<file path="src/exec_pkg.sv">
`default_nettype none

package exec_pkg;

    // Datapath widths
    localparam int DATA_W   = 32;
    localparam int REG_W    = 5;
    localparam int FUNCT_W  = 6;
    localparam int SHAMT_W  = 5;
    localparam int ALUOP_W  = 4;
    localparam int ALUCTL_W = 4;
    localparam int WB_W     = 2;
    localparam int MEM_W    = 3;

    // ALU op field from the main decoder
    localparam logic [ALUOP_W-1:0] ALUOP_RTYPE = 4'h0;   // Decode by funct
    localparam logic [ALUOP_W-1:0] ALUOP_ADD   = 4'h1;
    localparam logic [ALUOP_W-1:0] ALUOP_SUB   = 4'h2;
    localparam logic [ALUOP_W-1:0] ALUOP_AND   = 4'h3;
    localparam logic [ALUOP_W-1:0] ALUOP_OR    = 4'h4;
    localparam logic [ALUOP_W-1:0] ALUOP_XOR   = 4'h5;
    localparam logic [ALUOP_W-1:0] ALUOP_SLT   = 4'h6;
    localparam logic [ALUOP_W-1:0] ALUOP_LUI   = 4'h7;

    // ALU control codes in classic MIPS values where they exist
    localparam logic [ALUCTL_W-1:0] ALU_AND = 4'b0000;
    localparam logic [ALUCTL_W-1:0] ALU_OR  = 4'b0001;
    localparam logic [ALUCTL_W-1:0] ALU_ADD = 4'b0010;
    localparam logic [ALUCTL_W-1:0] ALU_XOR = 4'b0011;
    localparam logic [ALUCTL_W-1:0] ALU_SLL = 4'b0100;
    localparam logic [ALUCTL_W-1:0] ALU_SRL = 4'b0101;
    localparam logic [ALUCTL_W-1:0] ALU_SUB = 4'b0110;
    localparam logic [ALUCTL_W-1:0] ALU_SLT = 4'b0111;
    localparam logic [ALUCTL_W-1:0] ALU_SRA = 4'b1000;
    localparam logic [ALUCTL_W-1:0] ALU_LUI = 4'b1001;
    localparam logic [ALUCTL_W-1:0] ALU_NOR = 4'b1100;

    // R-type function codes
    localparam logic [FUNCT_W-1:0] FN_SLL = 6'h00;
    localparam logic [FUNCT_W-1:0] FN_SRL = 6'h02;
    localparam logic [FUNCT_W-1:0] FN_SRA = 6'h03;
    localparam logic [FUNCT_W-1:0] FN_ADD = 6'h20;
    localparam logic [FUNCT_W-1:0] FN_SUB = 6'h22;
    localparam logic [FUNCT_W-1:0] FN_AND = 6'h24;
    localparam logic [FUNCT_W-1:0] FN_OR  = 6'h25;
    localparam logic [FUNCT_W-1:0] FN_XOR = 6'h26;
    localparam logic [FUNCT_W-1:0] FN_NOR = 6'h27;
    localparam logic [FUNCT_W-1:0] FN_SLT = 6'h2A;

    // Execute control from bit 5 down to bit 0
    typedef struct packed {
        logic               alu_src;    // 1 selects the immediate
        logic [ALUOP_W-1:0] alu_op;
        logic               reg_dst;    // 1 selects rd
    } ex_ctrl_t;

    // Low half of the instruction as the R-type decoder sees it
    typedef struct packed {
        logic [15:0]        upper;      // Sign extension bits
        logic [REG_W-1:0]   rd;
        logic [SHAMT_W-1:0] shamt;
        logic [FUNCT_W-1:0] funct;
    } imm_rtype_t;

    // Extended immediate seen as an offset or as R-type fields
    typedef union packed {
        logic signed [DATA_W-1:0] word;
        imm_rtype_t               rtype;
    } imm_word_u;

endpackage

`default_nettype wire

</file>
<file path="src/ex_mem_if.sv">
`timescale 1ns/1ns
`default_nettype none

interface ex_mem_if import exec_pkg::*;
();

    logic [DATA_W-1:0] alu_result;
    logic              alu_zero;
    logic [DATA_W-1:0] write_data;   // Store data for the memory stage
    logic [REG_W-1:0]  write_reg;
    logic [WB_W-1:0]   wb_ctrl;
    logic [MEM_W-1:0]  mem_ctrl;

    modport src (
        output alu_result, alu_zero, write_data, write_reg, wb_ctrl, mem_ctrl
    );

    modport snk (
        input alu_result, alu_zero, write_data, write_reg, wb_ctrl, mem_ctrl
    );

endinterface

`default_nettype wire

</file>
<file path="src/id_ex_if.sv">
`timescale 1ns/1ns
`default_nettype none

interface id_ex_if import exec_pkg::*;
();

    logic [DATA_W-1:0] pc;
    logic [DATA_W-1:0] rs_data;
    logic [DATA_W-1:0] rt_data;
    imm_word_u         imm;
    logic [REG_W-1:0]  rt;
    logic [REG_W-1:0]  rd;
    logic [WB_W-1:0]   wb_ctrl;
    logic [MEM_W-1:0]  mem_ctrl;
    ex_ctrl_t          ex_ctrl;

    // ID/EX register side
    modport src (
        output pc, rs_data, rt_data, imm, rt, rd, wb_ctrl, mem_ctrl, ex_ctrl
    );

    // Execute stage side
    modport snk (
        input pc, rs_data, rt_data, imm, rt, rd, wb_ctrl, mem_ctrl, ex_ctrl
    );

endinterface

`default_nettype wire

</file>
<file path="src/alu.sv">
`timescale 1ns/1ns
`default_nettype none

module alu import exec_pkg::*;
(
    input  wire logic [ALUCTL_W-1:0] i_alu_ctl,
    input  wire logic [DATA_W-1:0]   i_a,
    input  wire logic [DATA_W-1:0]   i_b,
    input  wire logic [SHAMT_W-1:0]  i_shamt,
    output logic      [DATA_W-1:0]   o_result,
    output logic                     o_zero
);

    logic slt_bit;

    // Signed compare for slt and slti
    assign slt_bit = $signed(i_a) < $signed(i_b);

    always_comb begin
        case (i_alu_ctl)
            ALU_AND: o_result = i_a & i_b;
            ALU_OR:  o_result = i_a | i_b;
            ALU_XOR: o_result = i_a ^ i_b;
            ALU_NOR: o_result = ~(i_a | i_b);
            ALU_ADD: o_result = i_a + i_b;
            ALU_SUB: o_result = i_a - i_b;
            ALU_SLT: o_result = {{(DATA_W-1){1'b0}}, slt_bit};
            // Shifts act on operand b, as in MIPS
            ALU_SLL: o_result = i_b << i_shamt;
            ALU_SRL: o_result = i_b >> i_shamt;
            ALU_SRA: o_result = $unsigned($signed(i_b) >>> i_shamt);
            ALU_LUI: o_result = i_b << 16;   // Immediate into the upper half
            default: o_result = '0;
        endcase
    end

    assign o_zero = (o_result == '0);

endmodule

`default_nettype wire

</file>
<file path="src/alu_control.sv">
`timescale 1ns/1ns
`default_nettype none

module alu_control import exec_pkg::*;
(
    input  wire logic [ALUOP_W-1:0]  i_alu_op,
    input  wire logic [FUNCT_W-1:0]  i_funct,
    output logic      [ALUCTL_W-1:0] o_alu_ctl
);

    logic [ALUCTL_W-1:0] funct_ctl;

    // R-type decode by function code
    always_comb begin
        case (i_funct)
            FN_ADD:  funct_ctl = ALU_ADD;
            FN_SUB:  funct_ctl = ALU_SUB;
            FN_AND:  funct_ctl = ALU_AND;
            FN_OR:   funct_ctl = ALU_OR;
            FN_XOR:  funct_ctl = ALU_XOR;
            FN_NOR:  funct_ctl = ALU_NOR;
            FN_SLT:  funct_ctl = ALU_SLT;
            FN_SLL:  funct_ctl = ALU_SLL;
            FN_SRL:  funct_ctl = ALU_SRL;
            FN_SRA:  funct_ctl = ALU_SRA;
            default: funct_ctl = ALU_ADD;   // Unknown funct falls back to add
        endcase
    end

    always_comb begin
        case (i_alu_op)
            ALUOP_RTYPE: o_alu_ctl = funct_ctl;
            ALUOP_ADD:   o_alu_ctl = ALU_ADD;   // Loads, stores, addi
            ALUOP_SUB:   o_alu_ctl = ALU_SUB;   // Branch compare
            ALUOP_AND:   o_alu_ctl = ALU_AND;
            ALUOP_OR:    o_alu_ctl = ALU_OR;
            ALUOP_XOR:   o_alu_ctl = ALU_XOR;
            ALUOP_SLT:   o_alu_ctl = ALU_SLT;
            ALUOP_LUI:   o_alu_ctl = ALU_LUI;
            default:     o_alu_ctl = ALU_ADD;
        endcase
    end

endmodule

`default_nettype wire

</file>
<file path="src/ex_mem_reg.sv">
`timescale 1ns/1ns
`default_nettype none

module ex_mem_reg import exec_pkg::*;
(
    input  wire logic         i_clk,
    input  wire logic         i_rst,
    ex_mem_if.snk             i_bus,
    output logic [DATA_W-1:0] o_alu_result,
    output logic              o_alu_zero,
    output logic [DATA_W-1:0] o_write_data,
    output logic [REG_W-1:0]  o_write_reg,
    output logic [WB_W-1:0]   o_wb_ctrl,
    output logic [MEM_W-1:0]  o_mem_ctrl
);

    always_ff @(posedge i_clk) begin
        if (!i_rst) begin
            o_alu_result <= '0;
            o_alu_zero   <= 1'b0;
            o_write_data <= '0;
            o_write_reg  <= '0;
            o_wb_ctrl    <= '0;   // No write-back after reset
            o_mem_ctrl   <= '0;   // No memory access after reset
        end else begin
            o_alu_result <= i_bus.alu_result;
            o_alu_zero   <= i_bus.alu_zero;
            o_write_data <= i_bus.write_data;
            o_write_reg  <= i_bus.write_reg;
            o_wb_ctrl    <= i_bus.wb_ctrl;
            o_mem_ctrl   <= i_bus.mem_ctrl;
        end
    end

endmodule

`default_nettype wire

</file>
<file path="src/execute_stage.sv">
`timescale 1ns/1ns
`default_nettype none

module execute_stage import exec_pkg::*;
(
    input  wire logic         i_clk,
    input  wire logic         i_rst,
    id_ex_if.snk              i_bus,
    ex_mem_if.src             o_bus,
    output logic [DATA_W-1:0] o_pc_branch
);

    ex_ctrl_t            ex_ctrl;
    logic [DATA_W-1:0]   operand_b;
    logic [FUNCT_W-1:0]  funct;
    logic [SHAMT_W-1:0]  shamt;
    logic [ALUCTL_W-1:0] alu_ctl;
    logic [DATA_W-1:0]   branch_offset;
    logic [DATA_W-1:0]   pc_branch_q;

    assign ex_ctrl = i_bus.ex_ctrl;

    // R-type fields sit in the low bits of the extended immediate
    assign funct = i_bus.imm.rtype.funct;
    assign shamt = i_bus.imm.rtype.shamt;

    // Operand b and destination muxes
    assign operand_b       = ex_ctrl.alu_src ? i_bus.imm.word : i_bus.rt_data;
    assign o_bus.write_reg = ex_ctrl.reg_dst ? i_bus.rd : i_bus.rt;

    assign o_bus.write_data = i_bus.rt_data;   // Store data
    assign o_bus.wb_ctrl    = i_bus.wb_ctrl;
    assign o_bus.mem_ctrl   = i_bus.mem_ctrl;

    // Word offset to byte offset
    assign branch_offset = i_bus.imm.word << 2;

    // Registered alongside EX/MEM so both reach the memory stage together
    always_ff @(posedge i_clk) begin
        if (!i_rst) begin
            pc_branch_q <= '0;
        end else begin
            pc_branch_q <= i_bus.pc + branch_offset;
        end
    end

    assign o_pc_branch = pc_branch_q;

    alu_control u_alu_control (
        .i_alu_op  (ex_ctrl.alu_op),
        .i_funct   (funct),
        .o_alu_ctl (alu_ctl)
    );

    alu u_alu (
        .i_alu_ctl (alu_ctl),
        .i_a       (i_bus.rs_data),
        .i_b       (operand_b),
        .i_shamt   (shamt),
        .o_result  (o_bus.alu_result),
        .o_zero    (o_bus.alu_zero)
    );

endmodule

`default_nettype wire

</file>
<file path="src/execute_top.sv">
`timescale 1ns/1ns
`default_nettype none

module execute_top import exec_pkg::*;
(
    input  wire logic              i_clk,
    input  wire logic              i_rst,
    input  wire logic              i_flush,
    input  wire logic [DATA_W-1:0] i_pc,
    input  wire logic [DATA_W-1:0] i_rs_data,
    input  wire logic [DATA_W-1:0] i_rt_data,
    input  wire imm_word_u         i_imm,
    input  wire logic [REG_W-1:0]  i_rt,
    input  wire logic [REG_W-1:0]  i_rd,
    input  wire logic [WB_W-1:0]   i_wb_ctrl,
    input  wire logic [MEM_W-1:0]  i_mem_ctrl,
    input  wire ex_ctrl_t          i_ex_ctrl,
    output logic      [DATA_W-1:0] o_alu_result,
    output logic                   o_alu_zero,
    output logic      [DATA_W-1:0] o_write_data,
    output logic      [REG_W-1:0]  o_write_reg,
    output logic      [WB_W-1:0]   o_wb_ctrl,
    output logic      [MEM_W-1:0]  o_mem_ctrl,
    output logic      [DATA_W-1:0] o_pc_branch
);

    id_ex_if  id_ex_bus ();
    ex_mem_if ex_mem_bus ();

    id_ex_reg u_id_ex_reg (
        .i_clk      (i_clk),
        .i_rst      (i_rst),
        .i_flush    (i_flush),
        .i_pc       (i_pc),
        .i_rs_data  (i_rs_data),
        .i_rt_data  (i_rt_data),
        .i_imm      (i_imm),
        .i_rt       (i_rt),
        .i_rd       (i_rd),
        .i_wb_ctrl  (i_wb_ctrl),
        .i_mem_ctrl (i_mem_ctrl),
        .i_ex_ctrl  (i_ex_ctrl),
        .o_bus      (id_ex_bus.src)
    );

    execute_stage u_execute_stage (
        .i_clk       (i_clk),
        .i_rst       (i_rst),
        .i_bus       (id_ex_bus.snk),
        .o_bus       (ex_mem_bus.src),
        .o_pc_branch (o_pc_branch)
    );

    ex_mem_reg u_ex_mem_reg (
        .i_clk        (i_clk),
        .i_rst        (i_rst),
        .i_bus        (ex_mem_bus.snk),
        .o_alu_result (o_alu_result),
        .o_alu_zero   (o_alu_zero),
        .o_write_data (o_write_data),
        .o_write_reg  (o_write_reg),
        .o_wb_ctrl    (o_wb_ctrl),
        .o_mem_ctrl   (o_mem_ctrl)
    );

endmodule

`default_nettype wire

</file>
<file path="src/id_ex_reg.sv">
`timescale 1ns/1ns
`default_nettype none

module id_ex_reg import exec_pkg::*;
(
    input  wire logic              i_clk,
    input  wire logic              i_rst,
    input  wire logic              i_flush,
    input  wire logic [DATA_W-1:0] i_pc,
    input  wire logic [DATA_W-1:0] i_rs_data,
    input  wire logic [DATA_W-1:0] i_rt_data,
    input  wire imm_word_u         i_imm,
    input  wire logic [REG_W-1:0]  i_rt,
    input  wire logic [REG_W-1:0]  i_rd,
    input  wire logic [WB_W-1:0]   i_wb_ctrl,
    input  wire logic [MEM_W-1:0]  i_mem_ctrl,
    input  wire ex_ctrl_t          i_ex_ctrl,
    id_ex_if.src                   o_bus
);

    always_ff @(posedge i_clk) begin
        if (!i_rst) begin
            o_bus.pc       <= '0;
            o_bus.rs_data  <= '0;
            o_bus.rt_data  <= '0;
            o_bus.imm      <= '0;
            o_bus.rt       <= '0;
            o_bus.rd       <= '0;
            o_bus.wb_ctrl  <= '0;
            o_bus.mem_ctrl <= '0;
            o_bus.ex_ctrl  <= '0;
        end else begin
            o_bus.pc      <= i_pc;
            o_bus.rs_data <= i_rs_data;
            o_bus.rt_data <= i_rt_data;
            o_bus.imm     <= i_imm;
            o_bus.rt      <= i_rt;
            o_bus.rd      <= i_rd;
            // Bubble keeps the data but kills every side effect
            if (i_flush) begin
                o_bus.wb_ctrl  <= '0;
                o_bus.mem_ctrl <= '0;
                o_bus.ex_ctrl  <= '0;
            end else begin
                o_bus.wb_ctrl  <= i_wb_ctrl;
                o_bus.mem_ctrl <= i_mem_ctrl;
                o_bus.ex_ctrl  <= i_ex_ctrl;
            end
        end
    end

endmodule

`default_nettype wire

</file>
<file path="config.mk">
export PLATFORM = sky130hd
export DESIGN_NAME = execute_top
export DESIGN_NICKNAME = d
export VERILOG_FILES = /design/src/exec_pkg.sv /design/src/ex_mem_if.sv /design/src/id_ex_if.sv /design/src/alu.sv /design/src/alu_control.sv /design/src/ex_mem_reg.sv /design/src/execute_stage.sv /design/src/execute_top.sv /design/src/id_ex_reg.sv
export SDC_FILE = /design/constraint.sdc
export NUM_CORES = 1
export LEC_CHECK = 0
export ABC_AREA = 1
export BUFFER_PORTS_ARGS = -buffer_cell sky130_fd_sc_hd__buf_4
export CAP_MARGIN = 30
export CORE_ASPECT_RATIO = 1.2
export CORE_MARGIN = 5
export CORE_UTILIZATION = 46
export CTS_CLUSTER_DIAMETER = 30
export CTS_CLUSTER_SIZE = 10
export DETAILED_ROUTE_END_ITERATION = 8
export GPL_TIMING_DRIVEN = 1
export PLACE_DENSITY = 0.66
export SLEW_MARGIN = 20
export SYNTH_ARGS = -nofsm -noshare
export SYNTH_HDL_FRONTEND = slang
export SYNTH_SLANG_ARGS = --single-unit
</file>
<file path="constraint.sdc">
create_clock -name i_clk -period 5 [get_ports i_clk]
set_input_delay 1 -clock i_clk [delete_from_list [all_inputs] [get_ports i_clk]]
set_output_delay 1 -clock i_clk [all_outputs]
set_load 0.01 [all_outputs]
</file>
==> impl.org <==
** Run status
- Result of the run :: complete, no violations

** Die
- Once the floorplan was initialized, standard cells occupied 46.54% of the core.
- Horiz. Die Dim :: about 200 um
- The core region is ~43000 um2.
- I/O pin count :: 259
- Number of rows in the core area :: between 80 and 90
- The die covers 47560 um2.
- Measured along the y axis, the die boundary spans approximately 240 um.

** Synth
- Number of instances in the synthesized netlist :: 3405
- The number of nets in the synthesized netlist is 3685.
- Library cell occupying the most area in the post-synthesis netlist :: sky130_fd_sc_hd__dfxtp_1
- Post-synthesis area per instance :: between 5 and 6 um2
- Top area cells in the synthesized netlist :: sky130_fd_sc_hd__dfxtp_1, sky130_fd_sc_hd__nand2_1, sky130_fd_sc_hd__nand3_1, sky130_fd_sc_hd__inv_1, sky130_fd_sc_hd__ha_1
- For this run, the register share of the synthesized area comes to between 20% and 30%.
- The Yosys step of the flow raised 0 warnings.
- FF+latch count, synth :: approximately 260
- Synth Flop Type :: sky130_fd_sc_hd__dfxtp_1
- Number of library cell types mapped by synthesis :: between 50 and 60
- Number of enable flip-flop cells after synthesis :: 0
- Area of the mapped netlist :: ~20000 um2
- The top cell type by area accounts for 25.74% of the synthesized area.
- After synthesis, the share of flip-flops with an asynchronous set or reset is 0%.

** Placement
- The count of buffers added on input and output ports is ~260.
- In this run the cell area measured after placement is 22150 um2.
- The congestion estimate from routability-driven global placement came to 1.025.
- The number of placed instances, taps included, is just over 4000.
- HPWL after DPL :: 74370 um

** CTS
- Counting the buffers created by CTS gives 48.
- Buffers inserted to repair hold after CTS numbered 0.
- Post-CTS setup-driven buffer insertion count :: 0
- Clock tree synthesis selected as its root buffer the cell sky130_fd_sc_hd__clkbuf_16.
- TritonCTS clock tree :: built
- Bufs on Longest Clock Path :: 3
- The clock drives around 260 sinks.
- Clock latency on the worst-skew pair, taken at its later pin, is 0.58 ns.
- CTS built an H-tree with a depth of 2.
- After clock tree synthesis, the repair step resized 0 gates.
- CTS clock-pin slew for the worst setup and hold paths :: roughly 0.05 ns

** Timing
- Minimum clock period :: ~4.7 ns
- Dividing the final minimum period by the clock period gives 94.17%.
- On the final layout, the worst clock skew is 0.01519 ns.
- Number of hold violations in the final report :: 0
- Tightest hold margin :: between 0.4 and 0.5 ns
- For the pin with the worst max-slew slack, the measured transition is between 0.8 and 0.9 ns.
- For this run, the top clock speed supported by timing is 212.4 MHz.
- Setup TNS :: 0 ns
- Slew Viols, Final :: 0
- Headroom to the max-slew limit came out at between 40 and 50%.
- RSZ-0062 raised after global routing :: no
- Final setup vio count :: 0

** Pwr
- For this design the ratio of total power to cell area is 336.3 nW/um2.
- The analysis attributes to cell leakage a power of between 10 and 15 nW.
- The worst-case IR drop observed on VDD is roughly 0.00034 V.
- After layout, the design draws a total of around 8.1 mW.

** Finish
- Filler cells :: roughly 4200
- Share of cells above drive strength 1 :: between 10 and 15%
- The area growth from synthesis to layout is 20.60%.
- The final layout contains slightly below 4000 nets.
- Antenna diode instance count :: 0
- Filler-free cell count of the finished design :: roughly 4200
- Final Instance Area :: about 24000 um2

** Routing
- Detailed-route wire length :: ~95000 um
- Vias per inst :: between 5 and 6
- Drt wl/cell :: around 23 um
- Post-route DRC violation count :: 0
- Antenna Nets Post-Route :: 0
- Across all layers, the routed design uses 24010 vias.
- The first routing iteration left 2524 violations.
- The pre-antenna-repair detailed-routing pass consisted of 7 iterations.

** Critical path
- In this run the worst path has a maximum fanout of 24.
- At the worst endpoint, the arrival time is between 5 and 6 ns.
- STA puts the critical path data required time at 5.50 ns.
- By startpoint and endpoint, the worst setup path is classified as register to register.
- Capturing element type of the critical path :: register
- STA classifies the critical path startpoint as a register.

** Global route
- Global routing used roughly two fifths of the available tracks.
- The number of antenna violations at the first check in global routing was 0.
- The first global-routing pass estimated 139700 um of wire.
- The number of global-route vias before repair was approximately 23000.
- Global route total overflow :: 0
- Entering global routing, the biggest net connects 107 pins.

** Min path
- Class of the worst hold path :: register to register

** Flow run
- Max-cap violations in this run came to 0.
[path summary, 6_finish.rpt]
path / from / endpoint / slack, ns / cells after the start
max: u_id_ex_reg.o_bus.ex_ctrl[5]$_SDFF_PP0_ / u_ex_mem_reg.o_alu_zero$_SDFF_PN0_ / 0.29 / 24
min: u_id_ex_reg.o_bus.wb_ctrl[1]$_SDFF_PP0_ / u_ex_mem_reg.o_wb_ctrl[1]$_SDFF_PN0_ / 0.42 / 2
max reg2reg: u_id_ex_reg.o_bus.ex_ctrl[5]$_SDFF_PP0_ / u_ex_mem_reg.o_alu_zero$_SDFF_PN0_ / 0.29 / 24
min reg2reg: u_id_ex_reg.o_bus.wb_ctrl[1]$_SDFF_PP0_ / u_ex_mem_reg.o_wb_ctrl[1]$_SDFF_PN0_ / 0.42 / 2
[Yosys cell counts, types with 11 or more instances]
| cell type | number |
|---|---|
| sky130_fd_sc_hd__nand2_1 | 1028 |
| sky130_fd_sc_hd__nand3_1 | 528 |
| sky130_fd_sc_hd__inv_1 | 477 |
| sky130_fd_sc_hd__nor2_1 | 352 |
| sky130_fd_sc_hd__dfxtp_1 | 256 |
| sky130_fd_sc_hd__a21oi_1 | 153 |
| sky130_fd_sc_hd__ha_1 | 125 |
| sky130_fd_sc_hd__o21ai_0 | 121 |
| sky130_fd_sc_hd__clkbuf_1 | 54 |
| sky130_fd_sc_hd__buf_2 | 44 |
| sky130_fd_sc_hd__buf_1 | 33 |
| sky130_fd_sc_hd__nand4_1 | 32 |
| sky130_fd_sc_hd__nor3_1 | 27 |
| sky130_fd_sc_hd__xor2_1 | 21 |
| sky130_fd_sc_hd__inv_2 | 15 |
| sky130_fd_sc_hd__o21a_1 | 15 |
| sky130_fd_sc_hd__o21ai_1 | 11 |
[power breakdown]
part	internal [mW]	leakage, nW	switching, mW	total (mW)
Clock	2.46	0.876	1.15	3.61
Combinational	0.672	10.5	1.52	2.19
Sequential	2.19	2.12	0.0864	2.27
Total	5.32	13.5	2.76	8.08
[area by class of cell]
cell class | instances | area (um2) | area share [%]
Multi-Input combinational cell | 2514 | 12310 | 51.26
Sequential cell | 256 | 5130 | 21.36
Timing Repair Buffer | 290 | 2213 | 9.217
Inverter | 496 | 1862 | 7.753
Clock buffer | 61 | 1331 | 5.544
Tap cell | 552 | 690.7 | 2.876
Clock inverter | 26 | 476.7 | 1.985
[cells by family (layout without fill, tap and decap cells)]
| logic type | Yosys count | in the layout | synth area share, % |
|---|---|---|---|
| flip-flops | 256 | 256 | 25.74 |
| XOR/XNOR | 26 | 26 | 1.144 |
| AND/OR/NAND/NOR | 2009 | 2009 | 42.85 |
| AO/OA/AOI/OAI | 351 | 351 | 9.639 |
| buffers and inverters | 635 | 873 | 12.47 |
| adder cells (fa/ha/maj) | 128 | 128 | 8.156 |
[critical path, cell delays in order, from the launching register on]
cell and delay, ns:
sky130_fd_sc_hd__dfxtp_1 0.31, sky130_fd_sc_hd__inv_2 0.36, sky130_fd_sc_hd__buf_4 0.26, sky130_fd_sc_hd__nand2_1 0.09, sky130_fd_sc_hd__nand2_1 0.24, sky130_fd_sc_hd__inv_1 0.10, sky130_fd_sc_hd__ha_1 0.52, sky130_fd_sc_hd__inv_1 0.15
sky130_fd_sc_hd__a21oi_1 0.25, sky130_fd_sc_hd__nand2_1 0.22, sky130_fd_sc_hd__nand2_1 0.10, sky130_fd_sc_hd__nand2_1 0.22, sky130_fd_sc_hd__nand2_1 0.14, sky130_fd_sc_hd__nand2_1 0.21, sky130_fd_sc_hd__xor2_1 0.25, sky130_fd_sc_hd__nor2_1 0.06
sky130_fd_sc_hd__nor2_1 0.16, sky130_fd_sc_hd__nand2_1 0.06, sky130_fd_sc_hd__nor2_1 0.30, sky130_fd_sc_hd__nand2_1 0.08, sky130_fd_sc_hd__nor2_1 0.20, sky130_fd_sc_hd__nand2_1 0.08, sky130_fd_sc_hd__nor2_1 0.09, sky130_fd_sc_hd__nand2_1 0.06
sky130_fd_sc_hd__nor2_1 0.09
[metrics by stage]
step           util (%)  setup slack, ns
4_1_cts           56.00           0.4360
5_1_grt           56.13           0.1431
6_report          56.13           0.2913
3_5_place_dp      51.77           0.4910
2_1_floorplan         -            2.004
3_3_place_gp      51.76           0.4922
[routing by layer]
metal	share of wire [%]	up-vias	track usage, %
met1	35	11050	43.48
met2	48	1401	65.44
met3	7.8	368	5.691
li1	-	11200	-
met4	9.2	0	28.47
met5	0	-	0
[layout by cell type, fill, tap and decap left out, types with 3 or more instances in the layout]
master / netlist / layout
sky130_fd_sc_hd__nand2_1: 1028 / 1028
sky130_fd_sc_hd__nor2_2: 4 / 4
sky130_fd_sc_hd__xnor2_1: 5 / 5
sky130_fd_sc_hd__nor3_1: 27 / 27
sky130_fd_sc_hd__o21a_1: 15 / 15
sky130_fd_sc_hd__ha_1: 125 / 125
sky130_fd_sc_hd__buf_4: 4 / 287
sky130_fd_sc_hd__a21o_1: 4 / 4
sky130_fd_sc_hd__nor2_4: 4 / 5
sky130_fd_sc_hd__clkbuf_1: 54 / 6
sky130_fd_sc_hd__xor2_1: 21 / 21
sky130_fd_sc_hd__o21ai_1: 11 / 11
sky130_fd_sc_hd__inv_2: 15 / 15
sky130_fd_sc_hd__a21oi_1: 153 / 153
sky130_fd_sc_hd__nand3_1: 528 / 528
sky130_fd_sc_hd__o21ai_0: 121 / 121
sky130_fd_sc_hd__nand3_2: 5 / 5
sky130_fd_sc_hd__inv_6: 0 / 7
sky130_fd_sc_hd__o221ai_1: 3 / 3
sky130_fd_sc_hd__o211ai_1: 7 / 7
sky130_fd_sc_hd__nand4_1: 32 / 32
sky130_fd_sc_hd__clkinv_2: 0 / 3
sky130_fd_sc_hd__inv_1: 477 / 477
sky130_fd_sc_hd__nand2_2: 5 / 5
sky130_fd_sc_hd__clkinv_1: 4 / 4
sky130_fd_sc_hd__clkbuf_16: 0 / 49
sky130_fd_sc_hd__o21bai_1: 8 / 8
sky130_fd_sc_hd__nand3b_1: 5 / 5
sky130_fd_sc_hd__clkbuf_8: 0 / 6
sky130_fd_sc_hd__nor2_1: 352 / 351
sky130_fd_sc_hd__a22oi_1: 4 / 4
sky130_fd_sc_hd__o22ai_1: 9 / 9
sky130_fd_sc_hd__fa_1: 3 / 3
sky130_fd_sc_hd__dfxtp_2: 0 / 4
sky130_fd_sc_hd__bufinv_16: 0 / 11
sky130_fd_sc_hd__nand2_4: 6 / 6
sky130_fd_sc_hd__a31oi_1: 6 / 6
sky130_fd_sc_hd__dfxtp_1: 256 / 252
Power figures use the tool's default switching activity.
